### src/design/cspi_pkg.sv
// shared types and constants for the control-SPI master; timing is fixed at elaboration, no runtime programming
package cspi_pkg;

	// ------------------------------------------------------------------------
	// sizes
	// ------------------------------------------------------------------------
	localparam int ADDR_W        = 7;
	localparam int DATA_W        = 8;
	localparam int FIFO_DEPTH    = 4;
	// depth must stay a power of two so the pointers wrap on their own
	localparam int FIFO_PTR_W    = $clog2(FIFO_DEPTH);
	localparam int FIFO_CNT_W    = FIFO_PTR_W + 1;

	// ------------------------------------------------------------------------
	// bus timing in system clocks
	// ------------------------------------------------------------------------
	localparam int PHASE_CYCLES  = 10;
	localparam int GAP_CYCLES    = 65;
	localparam int BITS_PER_BYTE = 8;
	localparam int PHASE_CNT_W   = $clog2(PHASE_CYCLES);
	localparam int GAP_CNT_W     = $clog2(GAP_CYCLES);
	localparam int BIT_CNT_W     = $clog2(BITS_PER_BYTE);

	// command opcode, the value doubles as bit 7 of the header byte
	typedef enum logic [0:0] {
		OP_WRITE = 1'b0,
		OP_READ  = 1'b1
	} cmd_op_e;

	// byte engine states
	typedef enum logic [2:0] {
		PHY_IDLE  = 3'h0,
		PHY_BIT   = 3'h1,
		PHY_LOW   = 3'h2,
		PHY_HIGH  = 3'h3,
		PHY_CHECK = 3'h4,
		PHY_GAP   = 3'h5,
		PHY_DONE  = 3'h7
	} phy_state_e;

	// transfer sequencer states
	typedef enum logic [2:0] {
		CTL_IDLE      = 3'h0,
		CTL_HEAD      = 3'h1,
		CTL_HEAD_WAIT = 3'h2,
		CTL_DATA      = 3'h3,
		CTL_DATA_WAIT = 3'h4,
		CTL_RSP       = 3'h5
	} ctl_state_e;

endpackage

### src/design/cspi_cmd_fifo.sv
// command buffer of FIFO_DEPTH entries; push_ready is registered, so it is low in reset and one clock after
module cspi_cmd_fifo import cspi_pkg::*; (
	input  logic              clk_sys,
	input  logic              rst_n,
	input  logic              push_valid,
	input  cmd_op_e           push_op,
	input  logic [ADDR_W-1:0] push_addr,
	input  logic [DATA_W-1:0] push_data,
	output logic              push_ready,
	output logic              pop_valid,
	output cmd_op_e           pop_op,
	output logic [ADDR_W-1:0] pop_addr,
	output logic [DATA_W-1:0] pop_data,
	input  logic              pop_ready
);

	// storage, no reset needed
	cmd_op_e             op_mem   [FIFO_DEPTH];
	logic [ADDR_W-1:0]   addr_mem [FIFO_DEPTH];
	logic [DATA_W-1:0]   data_mem [FIFO_DEPTH];

	logic [FIFO_PTR_W-1:0] wr_ptr;
	logic [FIFO_PTR_W-1:0] rd_ptr;
	logic [FIFO_CNT_W-1:0] count;
	logic [FIFO_CNT_W-1:0] count_next;
	logic                  push_fire;
	logic                  pop_fire;

	assign push_fire = push_valid & push_ready;
	assign pop_fire  = pop_valid & pop_ready;

	always_comb begin
		case ({push_fire, pop_fire})
			2'b10:   count_next = count + 1'b1;
			2'b01:   count_next = count - 1'b1;
			default: count_next = count;
		endcase
	end

	always_ff @(posedge clk_sys or negedge rst_n) begin
		if (!rst_n) begin
			wr_ptr     <= '0;
			rd_ptr     <= '0;
			count      <= '0;
			push_ready <= 1'b0;
		end else begin
			if (push_fire)
				wr_ptr <= wr_ptr + 1'b1;
			if (pop_fire)
				rd_ptr <= rd_ptr + 1'b1;
			count      <= count_next;
			// space freed by a pop shows up on the next clock
			push_ready <= (count_next != FIFO_CNT_W'(FIFO_DEPTH));
		end
	end

	always_ff @(posedge clk_sys) begin
		if (push_fire) begin
			op_mem[wr_ptr]   <= push_op;
			addr_mem[wr_ptr] <= push_addr;
			data_mem[wr_ptr] <= push_data;
		end
	end

	// head entry read straight out of the array
	assign pop_valid = (count != '0);
	assign pop_op    = op_mem[rd_ptr];
	assign pop_addr  = addr_mem[rd_ptr];
	assign pop_data  = data_mem[rd_ptr];

	// ------------------------------------------------------------------------
	// checks
	// ------------------------------------------------------------------------
	a_count_bound: assert property (@(posedge clk_sys) disable iff (!rst_n)
		count <= FIFO_CNT_W'(FIFO_DEPTH));

	a_pop_hold: assert property (@(posedge clk_sys) disable iff (!rst_n)
		pop_valid && !pop_ready |=> pop_valid && $stable(pop_op) &&
			$stable(pop_addr) && $stable(pop_data));

endmodule

### src/design/cspi_byte_phy.sv
// one-byte SPI frame, mode 3 style (sck idles high), MSB first; fire is only honoured in PHY_IDLE
module cspi_byte_phy import cspi_pkg::*; (
	input  logic              clk_sys,
	input  logic              rst_n,
	input  logic              fire,
	input  logic [DATA_W-1:0] tx_data,
	output logic              done,
	output logic [DATA_W-1:0] rx_data,
	output logic              cspi_csn,
	output logic              cspi_sck,
	output logic              cspi_mosi,
	input  logic              cspi_miso
);

	phy_state_e             state;
	logic [PHASE_CNT_W-1:0] cnt_phase;
	logic [BIT_CNT_W-1:0]   cnt_bits;
	logic [GAP_CNT_W-1:0]   cnt_gap;
	logic [DATA_W-1:0]      tx_sr;
	logic                   phase_last;
	logic                   byte_last;
	logic                   gap_last;

	// ------------------------------------------------------------------------
	// frame FSM
	// ------------------------------------------------------------------------
	always_ff @(posedge clk_sys or negedge rst_n) begin
		if (!rst_n) begin
			state <= PHY_IDLE;
		end else begin
			case (state)
				PHY_IDLE:  state <= fire ? PHY_BIT : PHY_IDLE;
				PHY_BIT:   state <= PHY_LOW;
				PHY_LOW:   state <= phase_last ? PHY_HIGH : PHY_LOW;
				PHY_HIGH:  state <= phase_last ? PHY_CHECK : PHY_HIGH;
				PHY_CHECK: state <= byte_last ? PHY_GAP : PHY_BIT;
				PHY_GAP:   state <= gap_last ? PHY_DONE : PHY_GAP;
				PHY_DONE:  state <= PHY_IDLE;
				default:   state <= PHY_IDLE;
			endcase
		end
	end

	// ------------------------------------------------------------------------
	// counters
	// ------------------------------------------------------------------------
	// shared by the low and high phase, restarts at each phase boundary
	always_ff @(posedge clk_sys or negedge rst_n) begin
		if (!rst_n)
			cnt_phase <= '0;
		else if ((state == PHY_LOW || state == PHY_HIGH) && !phase_last)
			cnt_phase <= cnt_phase + 1'b1;
		else
			cnt_phase <= '0;
	end
	assign phase_last = (cnt_phase == PHASE_CNT_W'(PHASE_CYCLES - 1));

	// wraps back to zero after the last bit
	always_ff @(posedge clk_sys or negedge rst_n) begin
		if (!rst_n)
			cnt_bits <= '0;
		else if (state == PHY_CHECK)
			cnt_bits <= cnt_bits + 1'b1;
		else if (state == PHY_DONE)
			cnt_bits <= '0;
	end
	assign byte_last = (cnt_bits == BIT_CNT_W'(BITS_PER_BYTE - 1));

	always_ff @(posedge clk_sys or negedge rst_n) begin
		if (!rst_n)
			cnt_gap <= '0;
		else if (state == PHY_GAP)
			cnt_gap <= cnt_gap + 1'b1;
		else
			cnt_gap <= '0;
	end
	assign gap_last = (cnt_gap == GAP_CNT_W'(GAP_CYCLES - 1));

	// ------------------------------------------------------------------------
	// data path
	// ------------------------------------------------------------------------
	// shifted empty by the end of the frame, so mosi rests low
	always_ff @(posedge clk_sys or negedge rst_n) begin
		if (!rst_n)
			tx_sr <= '0;
		else if (fire)
			tx_sr <= tx_data;
		else if (state == PHY_CHECK)
			tx_sr <= {tx_sr[DATA_W-2:0], 1'b0};
	end

	// sample on the last low cycle, just before sck rises
	always_ff @(posedge clk_sys) begin
		if (state == PHY_LOW && phase_last)
			rx_data <= {rx_data[DATA_W-2:0], cspi_miso};
	end

	assign done      = (state == PHY_DONE);
	assign cspi_csn  = (state == PHY_IDLE) || (state == PHY_GAP) || (state == PHY_DONE);
	assign cspi_sck  = (state != PHY_BIT) && (state != PHY_LOW);
	assign cspi_mosi = tx_sr[DATA_W-1];

	// ------------------------------------------------------------------------
	// checks
	// ------------------------------------------------------------------------
	a_fire_idle: assert property (@(posedge clk_sys) disable iff (!rst_n)
		fire |-> state == PHY_IDLE);

endmodule

### src/design/cspi_xfer_ctrl.sv
// one command at a time, header frame then data frame; a read parks in CTL_RSP until accepted
module cspi_xfer_ctrl import cspi_pkg::*; (
	input  logic              clk_sys,
	input  logic              rst_n,
	input  logic              pop_valid,
	input  cmd_op_e           pop_op,
	input  logic [ADDR_W-1:0] pop_addr,
	input  logic [DATA_W-1:0] pop_data,
	output logic              pop_ready,
	output logic              fire,
	output logic [DATA_W-1:0] tx_data,
	input  logic              done,
	input  logic [DATA_W-1:0] rx_data,
	output logic              rsp_valid,
	output logic [DATA_W-1:0] rsp_data,
	input  logic              rsp_ready
);

	ctl_state_e        state;
	cmd_op_e           op_q;
	logic [ADDR_W-1:0] addr_q;
	logic [DATA_W-1:0] wdata_q;
	logic [DATA_W-1:0] rsp_q;
	logic [DATA_W-1:0] head_byte;
	logic [DATA_W-1:0] data_byte;
	logic              pop_fire;
	logic              phy_busy;

	assign pop_fire = pop_valid & pop_ready;

	// ------------------------------------------------------------------------
	// sequencer
	// ------------------------------------------------------------------------
	always_ff @(posedge clk_sys or negedge rst_n) begin
		if (!rst_n) begin
			state <= CTL_IDLE;
		end else begin
			case (state)
				CTL_IDLE: begin
					if (pop_fire)
						state <= CTL_HEAD;
				end
				CTL_HEAD: begin
					state <= CTL_HEAD_WAIT;
				end
				CTL_HEAD_WAIT: begin
					if (done)
						state <= CTL_DATA;
				end
				CTL_DATA: begin
					state <= CTL_DATA_WAIT;
				end
				CTL_DATA_WAIT: begin
					// writes finish here, no response
					if (done)
						state <= (op_q == OP_READ) ? CTL_RSP : CTL_IDLE;
				end
				CTL_RSP: begin
					if (rsp_ready)
						state <= CTL_IDLE;
				end
				default: begin
					state <= CTL_IDLE;
				end
			endcase
		end
	end

	// command fields latched at pop
	always_ff @(posedge clk_sys) begin
		if (pop_fire) begin
			op_q    <= pop_op;
			addr_q  <= pop_addr;
			wdata_q <= pop_data;
		end
	end

	// byte captured during the data frame of a read
	always_ff @(posedge clk_sys) begin
		if (state == CTL_DATA_WAIT && done)
			rsp_q <= rx_data;
	end

	// ------------------------------------------------------------------------
	// outputs
	// ------------------------------------------------------------------------
	assign head_byte = {(op_q == OP_READ), addr_q};
	assign data_byte = (op_q == OP_READ) ? '0 : wdata_q;

	assign pop_ready = (state == CTL_IDLE);
	assign fire      = (state == CTL_HEAD) || (state == CTL_DATA);
	assign tx_data   = (state == CTL_HEAD) ? head_byte : data_byte;
	assign rsp_valid = (state == CTL_RSP);
	assign rsp_data  = rsp_q;

	// ------------------------------------------------------------------------
	// checks
	// ------------------------------------------------------------------------
	// tracks an open frame on the PHY
	always_ff @(posedge clk_sys or negedge rst_n) begin
		if (!rst_n)
			phy_busy <= 1'b0;
		else if (fire)
			phy_busy <= 1'b1;
		else if (done)
			phy_busy <= 1'b0;
	end

	a_no_refire: assert property (@(posedge clk_sys) disable iff (!rst_n)
		phy_busy |-> !fire);

	a_rsp_hold: assert property (@(posedge clk_sys) disable iff (!rst_n)
		rsp_valid && !rsp_ready |=> rsp_valid && $stable(rsp_data));

endmodule

### src/design/cspi_master_top.sv
// control-SPI master, single chip select, fixed bus rate; one command in flight on the bus at a time
module cspi_master_top import cspi_pkg::*; (
	input  logic              clk_sys,
	input  logic              rst_n,
	input  logic              cmd_valid,
	input  cmd_op_e           cmd_op,
	input  logic [ADDR_W-1:0] cmd_addr,
	input  logic [DATA_W-1:0] cmd_wdata,
	output logic              cmd_ready,
	output logic              rsp_valid,
	output logic [DATA_W-1:0] rsp_data,
	input  logic              rsp_ready,
	output logic              cspi_csn,
	output logic              cspi_sck,
	output logic              cspi_mosi,
	input  logic              cspi_miso
);

	// fifo to controller
	logic              pop_valid;
	logic              pop_ready;
	cmd_op_e           pop_op;
	logic [ADDR_W-1:0] pop_addr;
	logic [DATA_W-1:0] pop_data;

	// controller to phy
	logic              fire;
	logic              done;
	logic [DATA_W-1:0] tx_data;
	logic [DATA_W-1:0] rx_data;

	cspi_cmd_fifo u_fifo (
		.clk_sys    (clk_sys),
		.rst_n      (rst_n),
		.push_valid (cmd_valid),
		.push_op    (cmd_op),
		.push_addr  (cmd_addr),
		.push_data  (cmd_wdata),
		.push_ready (cmd_ready),
		.pop_valid  (pop_valid),
		.pop_op     (pop_op),
		.pop_addr   (pop_addr),
		.pop_data   (pop_data),
		.pop_ready  (pop_ready)
	);

	cspi_xfer_ctrl u_ctrl (
		.clk_sys   (clk_sys),
		.rst_n     (rst_n),
		.pop_valid (pop_valid),
		.pop_op    (pop_op),
		.pop_addr  (pop_addr),
		.pop_data  (pop_data),
		.pop_ready (pop_ready),
		.fire      (fire),
		.tx_data   (tx_data),
		.done      (done),
		.rx_data   (rx_data),
		.rsp_valid (rsp_valid),
		.rsp_data  (rsp_data),
		.rsp_ready (rsp_ready)
	);

	cspi_byte_phy u_phy (
		.clk_sys   (clk_sys),
		.rst_n     (rst_n),
		.fire      (fire),
		.tx_data   (tx_data),
		.done      (done),
		.rx_data   (rx_data),
		.cspi_csn  (cspi_csn),
		.cspi_sck  (cspi_sck),
		.cspi_mosi (cspi_mosi),
		.cspi_miso (cspi_miso)
	);

endmodule

### config.mk
export PLATFORM = sky130hd
export DESIGN_NAME = cspi_master_top
export DESIGN_NICKNAME = d
export VERILOG_FILES = /design/src/design/cspi_pkg.sv /design/src/design/cspi_cmd_fifo.sv /design/src/design/cspi_byte_phy.sv /design/src/design/cspi_xfer_ctrl.sv /design/src/design/cspi_master_top.sv
export SDC_FILE = /design/constraint.sdc
export NUM_CORES = 1
export LEC_CHECK = 0
export BUFFER_PORTS_ARGS = -buffer_cell sky130_fd_sc_hd__buf_2
export CELL_PAD_IN_SITES_DETAIL_PLACEMENT = 1
export CELL_PAD_IN_SITES_GLOBAL_PLACEMENT = 2
export CORE_ASPECT_RATIO = 1.75
export CORE_MARGIN = 2
export CORE_UTILIZATION = 40
export DETAILED_ROUTE_END_ITERATION = 16
export GPL_TIMING_DRIVEN = 0
export PLACE_DENSITY = 0.82
export SKIP_CTS_REPAIR_TIMING = 1
export SYNTH_ARGS = -nofsm -noshare
export SYNTH_HDL_FRONTEND = slang
export SYNTH_SLANG_ARGS = --single-unit
export TNS_END_PERCENT = 20
### constraint.sdc
create_clock -name clk_sys -period 3.6 [get_ports clk_sys]
set_input_delay 0.18 -clock clk_sys [delete_from_list [all_inputs] [get_ports clk_sys]]
set_output_delay 0.18 -clock clk_sys [all_outputs]
set_load 0.005 [all_outputs]
==> metrics.yaml, run 1 <==
outcome:
  status: "complete, no violations"
clock_tree:
  clkTransAtPathRegs_ns: 0.06
  cts_tree: "yes"
  cts_buffer_depth: 2
  htreeDepth: 4
  clk_latency_ns: 0.41
  clock-sinks: 132
  clockRootBuffer: "clkbuf_16"
  cts_buffers: 17
routing:
  wl_mm: 9.93
  wl_per_cell_um: 17.3
  routed.top_layer: "met4"
  post-route-drc-count: 0
  vias_per_cell: 4.95
  dr_total_vias: 2834
  drtIter0Drc: 136
  final_antenna_net_count: 0
  route.met3.wl_um: 293
  met1_length_mm: 3.76
  drt_first_pass_iters: 4
  met2_length_mm: 5.78
floorplanning:
  dieWidth_um: 91.1
  initial_core_util_pct: 41.0
  die_h_um: 156
  core-area_mm2: 0.0129
  dieArea_mm2: 0.0142
  core.rowCount: 55
  io_pins: 34
pwr:
  ir_drop_uv: 436
  p_leak_nw: 2.47
  powerDensity_mw_per_mm2: 599
  total_power_mw: 3.89
synth:
  synthTopCellsByArea: "edfxtp_1 54%, dfrtp_1 17%, mux4_2 6.8%"
  yosys.cell_count.top_type: "edfxtp_1"
  ys.flop_type: "edfxtp_1"
  syn_area_per_cell_um2: 16.7
  netlist.top_cell.by_area: "edfxtp_1"
  syn-instance-count: 317
  synth_compound_area_share_pct: 4.76
  syn-cell-area_mm2: 0.00531
  ys_types: 41
  synth_top_area_share_pct: 54.3
  synth-edff-count: 96
  synthSimpleGateAreaFrac_pct: 7.59
  synthArstFlopShare_pct: 27.3
  synth_xor_area_share_pct: 2.81
  yosysWarningCount: 0
  ys_ff_latch: 132
  syn-num-nets: 350
  synthMuxAreaShare_pct: 7.83
  synth_fa_ha_area_share_pct: 2.97
  yosysSeqAreaShare_pct: 71.3
  synthTopCellsByCount: "96 x edfxtp_1, 36 x dfrtp_1, 22 x nor2_1"
  synth_top_family_by_area: "multiplexers"
flow_run:
  max_cap_violations: 0
worst_setup_path:
  end_kind: "flip-flop"
  path_class: "flip-flop to flip-flop"
  cp_top_family: "simple AND/OR/NAND/NOR gates"
  crit_chain: "buf_4 -> nor3_1 -> and2b_1 -> ha_1 -> inv_1 -> fa_1 -> xor2_1 -> nor2_1 -> xor2_1 -> nand2_1"
  slowest_stage: "and2b_1"
  critPathMaxStageDelay_ns: 0.70
  cp.arrival_ns: 3.17
  path_common_cell: "xor2_1"
  cp_num_buf_inv: 2
  startpoint_type: "flip-flop"
  cp_data_required_time_ns: 3.89
  crit_fanout: 19
  r2r_slack_ns: 0.72
place:
  hpwlAfterDp_mm: 6.52
  gp_congestion: 0.706
  dp.cells: 522
  io_buffers: 33
sta:
  worst-slew-pin-transition_ns: 1.12
  maxSlewHeadroom_pct: 24.5
  rsz0062_at_grt: "no"
  slew_viol_final: 0
  timing.setup.tns_ns: 0
  whs_ns: 0.151
  final-setup-viol-count: 0
  period_needed_ns: 2.88
  hold_violations: 0
  fin_skew_ns: 0.00635
  max_freq_mhz: 347
  finalCritPeriodShare_pct: 80.1
grt:
  grt.total_usage_pct: 14.8
  grt_pass1_wl_mm: 16.0
  grt_max_degree: 37
  grt_pass1_vias: 3182
  antenna_found_initial: 0
  grt_overflow_total: 0
final_layout:
  layout-drive-gt1-share_pct: 26.6
  fin_nets: 422
  area_delta_synth_final_pct: 22.2
  fin_cells: 573
  diodes: 0
min_path:
  hp-class: "primary input to flip-flop"
-- state kept, by name, indices dropped and copies added (netlist names), 7 cells and up --
signal	count
u_phy.cnt_gap	7
u_phy.rx_data	8
u_ctrl.addr_q	7
u_ctrl.rsp_data	8
u_ctrl.wdata_q	8
u_phy.tx_sr	8
u_fifo.addr_mem	28
u_fifo.data_mem	32
-- worst paths after layout --
check                                            start                            to  cells past startpoint
max                        u_ctrl.state[1]$_DFFE_PN0P_   u_fifo.push_ready$_DFF_PN0_                     10
min                                          cmd_valid  u_fifo.wr_ptr[0]$_DFFE_PN0P_                      3
max reg2reg                u_ctrl.state[1]$_DFFE_PN0P_   u_fifo.push_ready$_DFF_PN0_                     10
min reg2reg                 u_phy.rx_data[7]$_DFFE_PP_  u_ctrl.rsp_data[7]$_DFFE_PP_                      0
max in group asynchronous                        rst_n    u_phy.tx_sr[4]$_DFFE_PN0P_                      2
min in group asynchronous                        rst_n    u_phy.cnt_gap[6]$_DFF_PN0_                      2
-- final cells by class --
cell class              instances  area, um2
flip-flops and latches        132       3780
fillers                      1288       6450
clock buffers                  17        425
clock inverters                15        169
well taps                     171        214
plain buffers                  14        100
repair buffers                 53        363
inverters                      12       45.0
multi-input cells             159       1380
-- cell families after synthesis --
kind of cell	count (synthesis)
flops	132
fa+ha+maj	12
compound gates	34
xor+xnor	17
simple gates	75
mux	21
buf+inv	26
-- through the flow --
stage	utilization, %	worst slack, ns	area, um2
3_5_place_dp	44.1	0.675	5700
5_1_grt	50.1	0.421	6480
6_report	50.1	0.716	6480
3_3_place_gp	43.9	0.748	5690
4_1_cts	48.6	0.659	6290
2_1_floorplan	-	1.07	5310
-- worst reg2reg max path, cell delays in order, from the launching register on --
cell	delay, ns
dfrtp_1	0.41
buf_4	0.19
nor3_1	0.19
and2b_1	0.70
ha_1	0.32
inv_1	0.06
fa_1	0.37
xor2_1	0.15
nor2_1	0.12
xor2_1	0.19
nand2_1	0.07
-- placed cells by master, fill, tap and decap left out, types with 7 or more instances in the layout --
master,n
inv_1,12
ha_1,11
buf_2,38
nor2_1,22
mux4_2,16
xor2_1,11
edfxtp_1,96
o21ai_0,10
nand3_1,9
dlygate4sd3_1,19
clkbuf_16,17
nand2_1,14
a21oi_1,7
dfrtp_1,36
-- metal layers --
metal	vias to the layer above	global-route usage, %
met3	9	3.80
met1	1457	15.4
met4	0	5.63
met5	-	0
li1	1326	-
met2	42	28.2
-- report_power, final --
group	internal [mW]	switching [mW]
Combinational	0.111	0.173
Sequential	1.82	0.0615
Clock	1.04	0.677
Total	2.97	0.912
(Power assumes the default switching activity.)
==> run 2, diff against run 1 <==
clock period = 2.8 ns   (was 3.6 ns; I/O delays follow)
==> metrics.yaml, run 2 (same netlist as run 1, synthesis figures left out) <==
outcome:
  status: "complete, no violations"  # unchanged
worst_setup_path:
  path_class: "flip-flop to flip-flop"  # unchanged
  end_kind: "flip-flop"  # unchanged
  path_common_cell: "xor2_1"  # unchanged
  cp_num_buf_inv: 2  # unchanged
  cp.arrival_ns: 2.81  # was 3.17 ns
  r2r_slack_ns: 0.28  # was 0.72 ns
  r2r-start: "u_ctrl.state[1]$_DFFE_PN0P_"  # unchanged
  cp_data_required_time_ns: 3.09  # was 3.89 ns
  crit_chain: "buf_4 -> nor3_1 -> and2b_4 -> ha_1 -> inv_1 -> fa_1 -> xor2_1 -> nor2_1 -> xor2_1 -> nand2_1"  # was buf_4 -> nor3_1 -> and2b_1 -> ha_1 -> inv_1 -> fa_1 -> xor2_1 -> nor2_1 -> xor2_1 -> nand2_1
  slowest_stage: "dfrtp_1"  # was and2b_1
  cp_top_family: "simple AND/OR/NAND/NOR gates"  # unchanged
  crit-reg2reg-capture: "u_fifo.push_ready$_DFF_PN0_"  # unchanged
  startpoint_type: "flip-flop"  # unchanged
  critPathMaxStageDelay_ns: 0.41  # was 0.70 ns
  crit_fanout: 19  # unchanged
  reg2reg_depth: 10  # unchanged
floorplanning:
  dieArea_mm2: 0.0142  # unchanged
  core-area_mm2: 0.0129  # unchanged
  core.rowCount: 55  # unchanged
  initial_core_util_pct: 41.0  # unchanged
  die_h_um: 156  # unchanged
  dieWidth_um: 91.1  # unchanged
  io_pins: 34  # unchanged
sta:
  maxSlewHeadroom_pct: 24.5  # unchanged
  finalCritPeriodShare_pct: 90.0  # was 80.1%
  worst-slew-pin-transition_ns: 1.12  # unchanged
  final-setup-viol-count: 0  # unchanged
  fin_skew_ns: 0.00635  # unchanged
  max_freq_mhz: 397  # was 347 MHz
  setup_slack_ns: 0.281  # was 0.716 ns
  rsz0062_at_grt: "no"  # unchanged
  hold_violations: 0  # unchanged
  timing.setup.tns_ns: 0  # unchanged
  period_needed_ns: 2.52  # was 2.88 ns
  slew_viol_final: 0  # unchanged
min_path:
  hp-class: "primary input to flip-flop"  # unchanged
  worstHoldStart: "cmd_valid"  # unchanged
  min_delay_worst_endpoint: "u_fifo.wr_ptr[0]$_DFFE_PN0P_"  # unchanged
  hold_depth: 3  # unchanged
routing:
  post-route-drc-count: 0  # unchanged
  vias_per_cell: 4.94  # was 4.95
  wl_mm: 9.93  # about the same
  dr_total_vias: 2833  # was 2834
  wl_per_cell_um: 17.3  # about the same
  drtIter0Drc: 136  # unchanged
  final_antenna_net_count: 0  # unchanged
  drt_first_pass_iters: 4  # unchanged
place:
  hpwlAfterDp_mm: 6.52  # unchanged
  io_buffers: 33  # unchanged
  dp.cells: 522  # unchanged
  gp_congestion: 0.706  # unchanged
  pre_cts_ws_ns: -0.125  # was 0.675 ns
grt:
  antenna_found_initial: 0  # unchanged
  grt.total_usage_pct: 14.8  # unchanged
  grt_overflow_total: 0  # unchanged
  grt_pass1_vias: 3182  # unchanged
  grt_max_degree: 37  # unchanged
  grt_pass1_wl_mm: 16.0  # unchanged
pwr:
  p_int_mw: 3.82  # was 2.97 mW
  p_switching_mw: 1.17  # was 0.912 mW
  switching_share_pct: 23.5  # about the same
  combPwrFrac_pct: 7.3  # about the same
  p_leak_nw: 2.46  # was 2.47 nW
  ir_drop_uv: 560  # was 436 uV
  p_clk_share_pct: 44.1  # about the same
  powerDensity_mw_per_mm2: 770  # was 599 mW/mm2
  seq_power_share_pct: 48.5  # about the same
clock_tree:
  cts_buffer_depth: 2  # unchanged
  cts_buffers: 17  # unchanged
  clk_latency_ns: 0.41  # about the same
  clockRootBuffer: "clkbuf_16"  # unchanged
  clock-sinks: 132  # unchanged
  clkTransAtPathRegs_ns: 0.06  # about the same
  cts_tree: "yes"  # unchanged
  htreeDepth: 4  # unchanged
final_layout:
  fin_cells: 573  # unchanged
  area_delta_synth_final_pct: 22.2  # about the same
  fin_nets: 422  # unchanged
  fill_cells: 1287  # was 1288
  final_common_cell: "edfxtp_1"  # unchanged
  final_cell_mix: "96 x edfxtp_1, 38 x buf_2, 36 x dfrtp_1, 22 x nor2_1, 19 x dlygate4sd3_1"  # unchanged
  layout-drive-gt1-share_pct: 26.9  # was 26.6%
  diodes: 0  # unchanged
  largest_register_ffs: 32  # unchanged
  largest_register: "u_fifo.data_mem"  # unchanged
  reg_top3: "u_fifo.data_mem: 32 flops, u_fifo.addr_mem: 28 flops"  # unchanged
flow_run:
  max_cap_violations: 0  # unchanged
## run 2: cell types whose count changed in the layout (fill, tap and decap cells not counted)
cell | previous run | this run
and2b_4 | 0 | 1
and2b_1 | 1 | 0
## run 2: how the worst max path moves through the flow
stage / start / to / slack (ns) / cells after the start
2_1_floorplan: u_ctrl.state[1]$_DFFE_PN0P_ / u_fifo.push_ready$_DFF_PN0_ / 0.27 / 10
3_3_place_gp: u_ctrl.state[1]$_DFFE_PN0P_ / u_fifo.push_ready$_DFF_PN0_ / -0.05 / 10
3_5_place_dp: u_ctrl.state[1]$_DFFE_PN0P_ / u_fifo.push_ready$_DFF_PN0_ / -0.12 / 10
4_1_cts: u_ctrl.state[1]$_DFFE_PN0P_ / u_fifo.push_ready$_DFF_PN0_ / -0.14 / 10
5_1_grt: u_ctrl.state[1]$_DFFE_PN0P_ / u_fifo.push_ready$_DFF_PN0_ / 0.04 / 10
6_report: u_ctrl.state[1]$_DFFE_PN0P_ / u_fifo.push_ready$_DFF_PN0_ / 0.28 / 10
## run 2: stage by stage
stage	total power [mW]	utilization [%]	hold WS (ns)	area, um2
4_1_cts	5.04	48.6	-0.142	6290
3_3_place_gp	2.78	43.9	0.297	5690
6_report	5.00	50.1	0.111	6490
5_1_grt	5.19	50.1	0.133	6490
3_5_place_dp	2.82	44.1	0.298	5700
2_1_floorplan	2.66	-	-0.156	5310
## run 2: worst reg2reg max path, stage by stage, from the launching register on
cell and delay, ns:
dfrtp_1 0.41, buf_4 0.19, nor3_1 0.21, and2b_4 0.39, ha_1 0.25, inv_1 0.06
fa_1 0.37, xor2_1 0.15, nor2_1 0.12, xor2_1 0.19, nand2_1 0.07
## run 2: cell type report
class / instances / area, um2 / area share [%]
buffer: 14 / 100 / 1.54
clock inverter: 15 / 169 / 2.60
inverter: 12 / 45.0 / 0.694
clock buffer: 17 / 425 / 6.56
tap: 171 / 214 / 3.30
timing repair buffer: 53 / 363 / 5.59
multi-input combinational: 159 / 1390 / 21.4
sequential: 132 / 3780 / 58.3
## run 2: power groups by stage
stage | Clock, mW | Sequential (mW) | Combinational, mW
2_1_floorplan | 0 | 2.43 | 0.232
3_3_place_gp | 0 | 2.44 | 0.342
3_5_place_dp | 0 | 2.46 | 0.357
4_1_cts | 2.25 | 2.43 | 0.360
5_1_grt | 2.33 | 2.44 | 0.419
6_report | 2.21 | 2.42 | 0.366
## run 2: metal layers
metal / GRT usage, % / routed length (um) / up-vias
li1: - / - / 1325
met1: 15.4 / 3760 / 1457
met2: 28.2 / 5780 / 42
met3: 3.80 / 293 / 9
met4: 5.63 / 98 / 0
met5: 0 / 0 / -
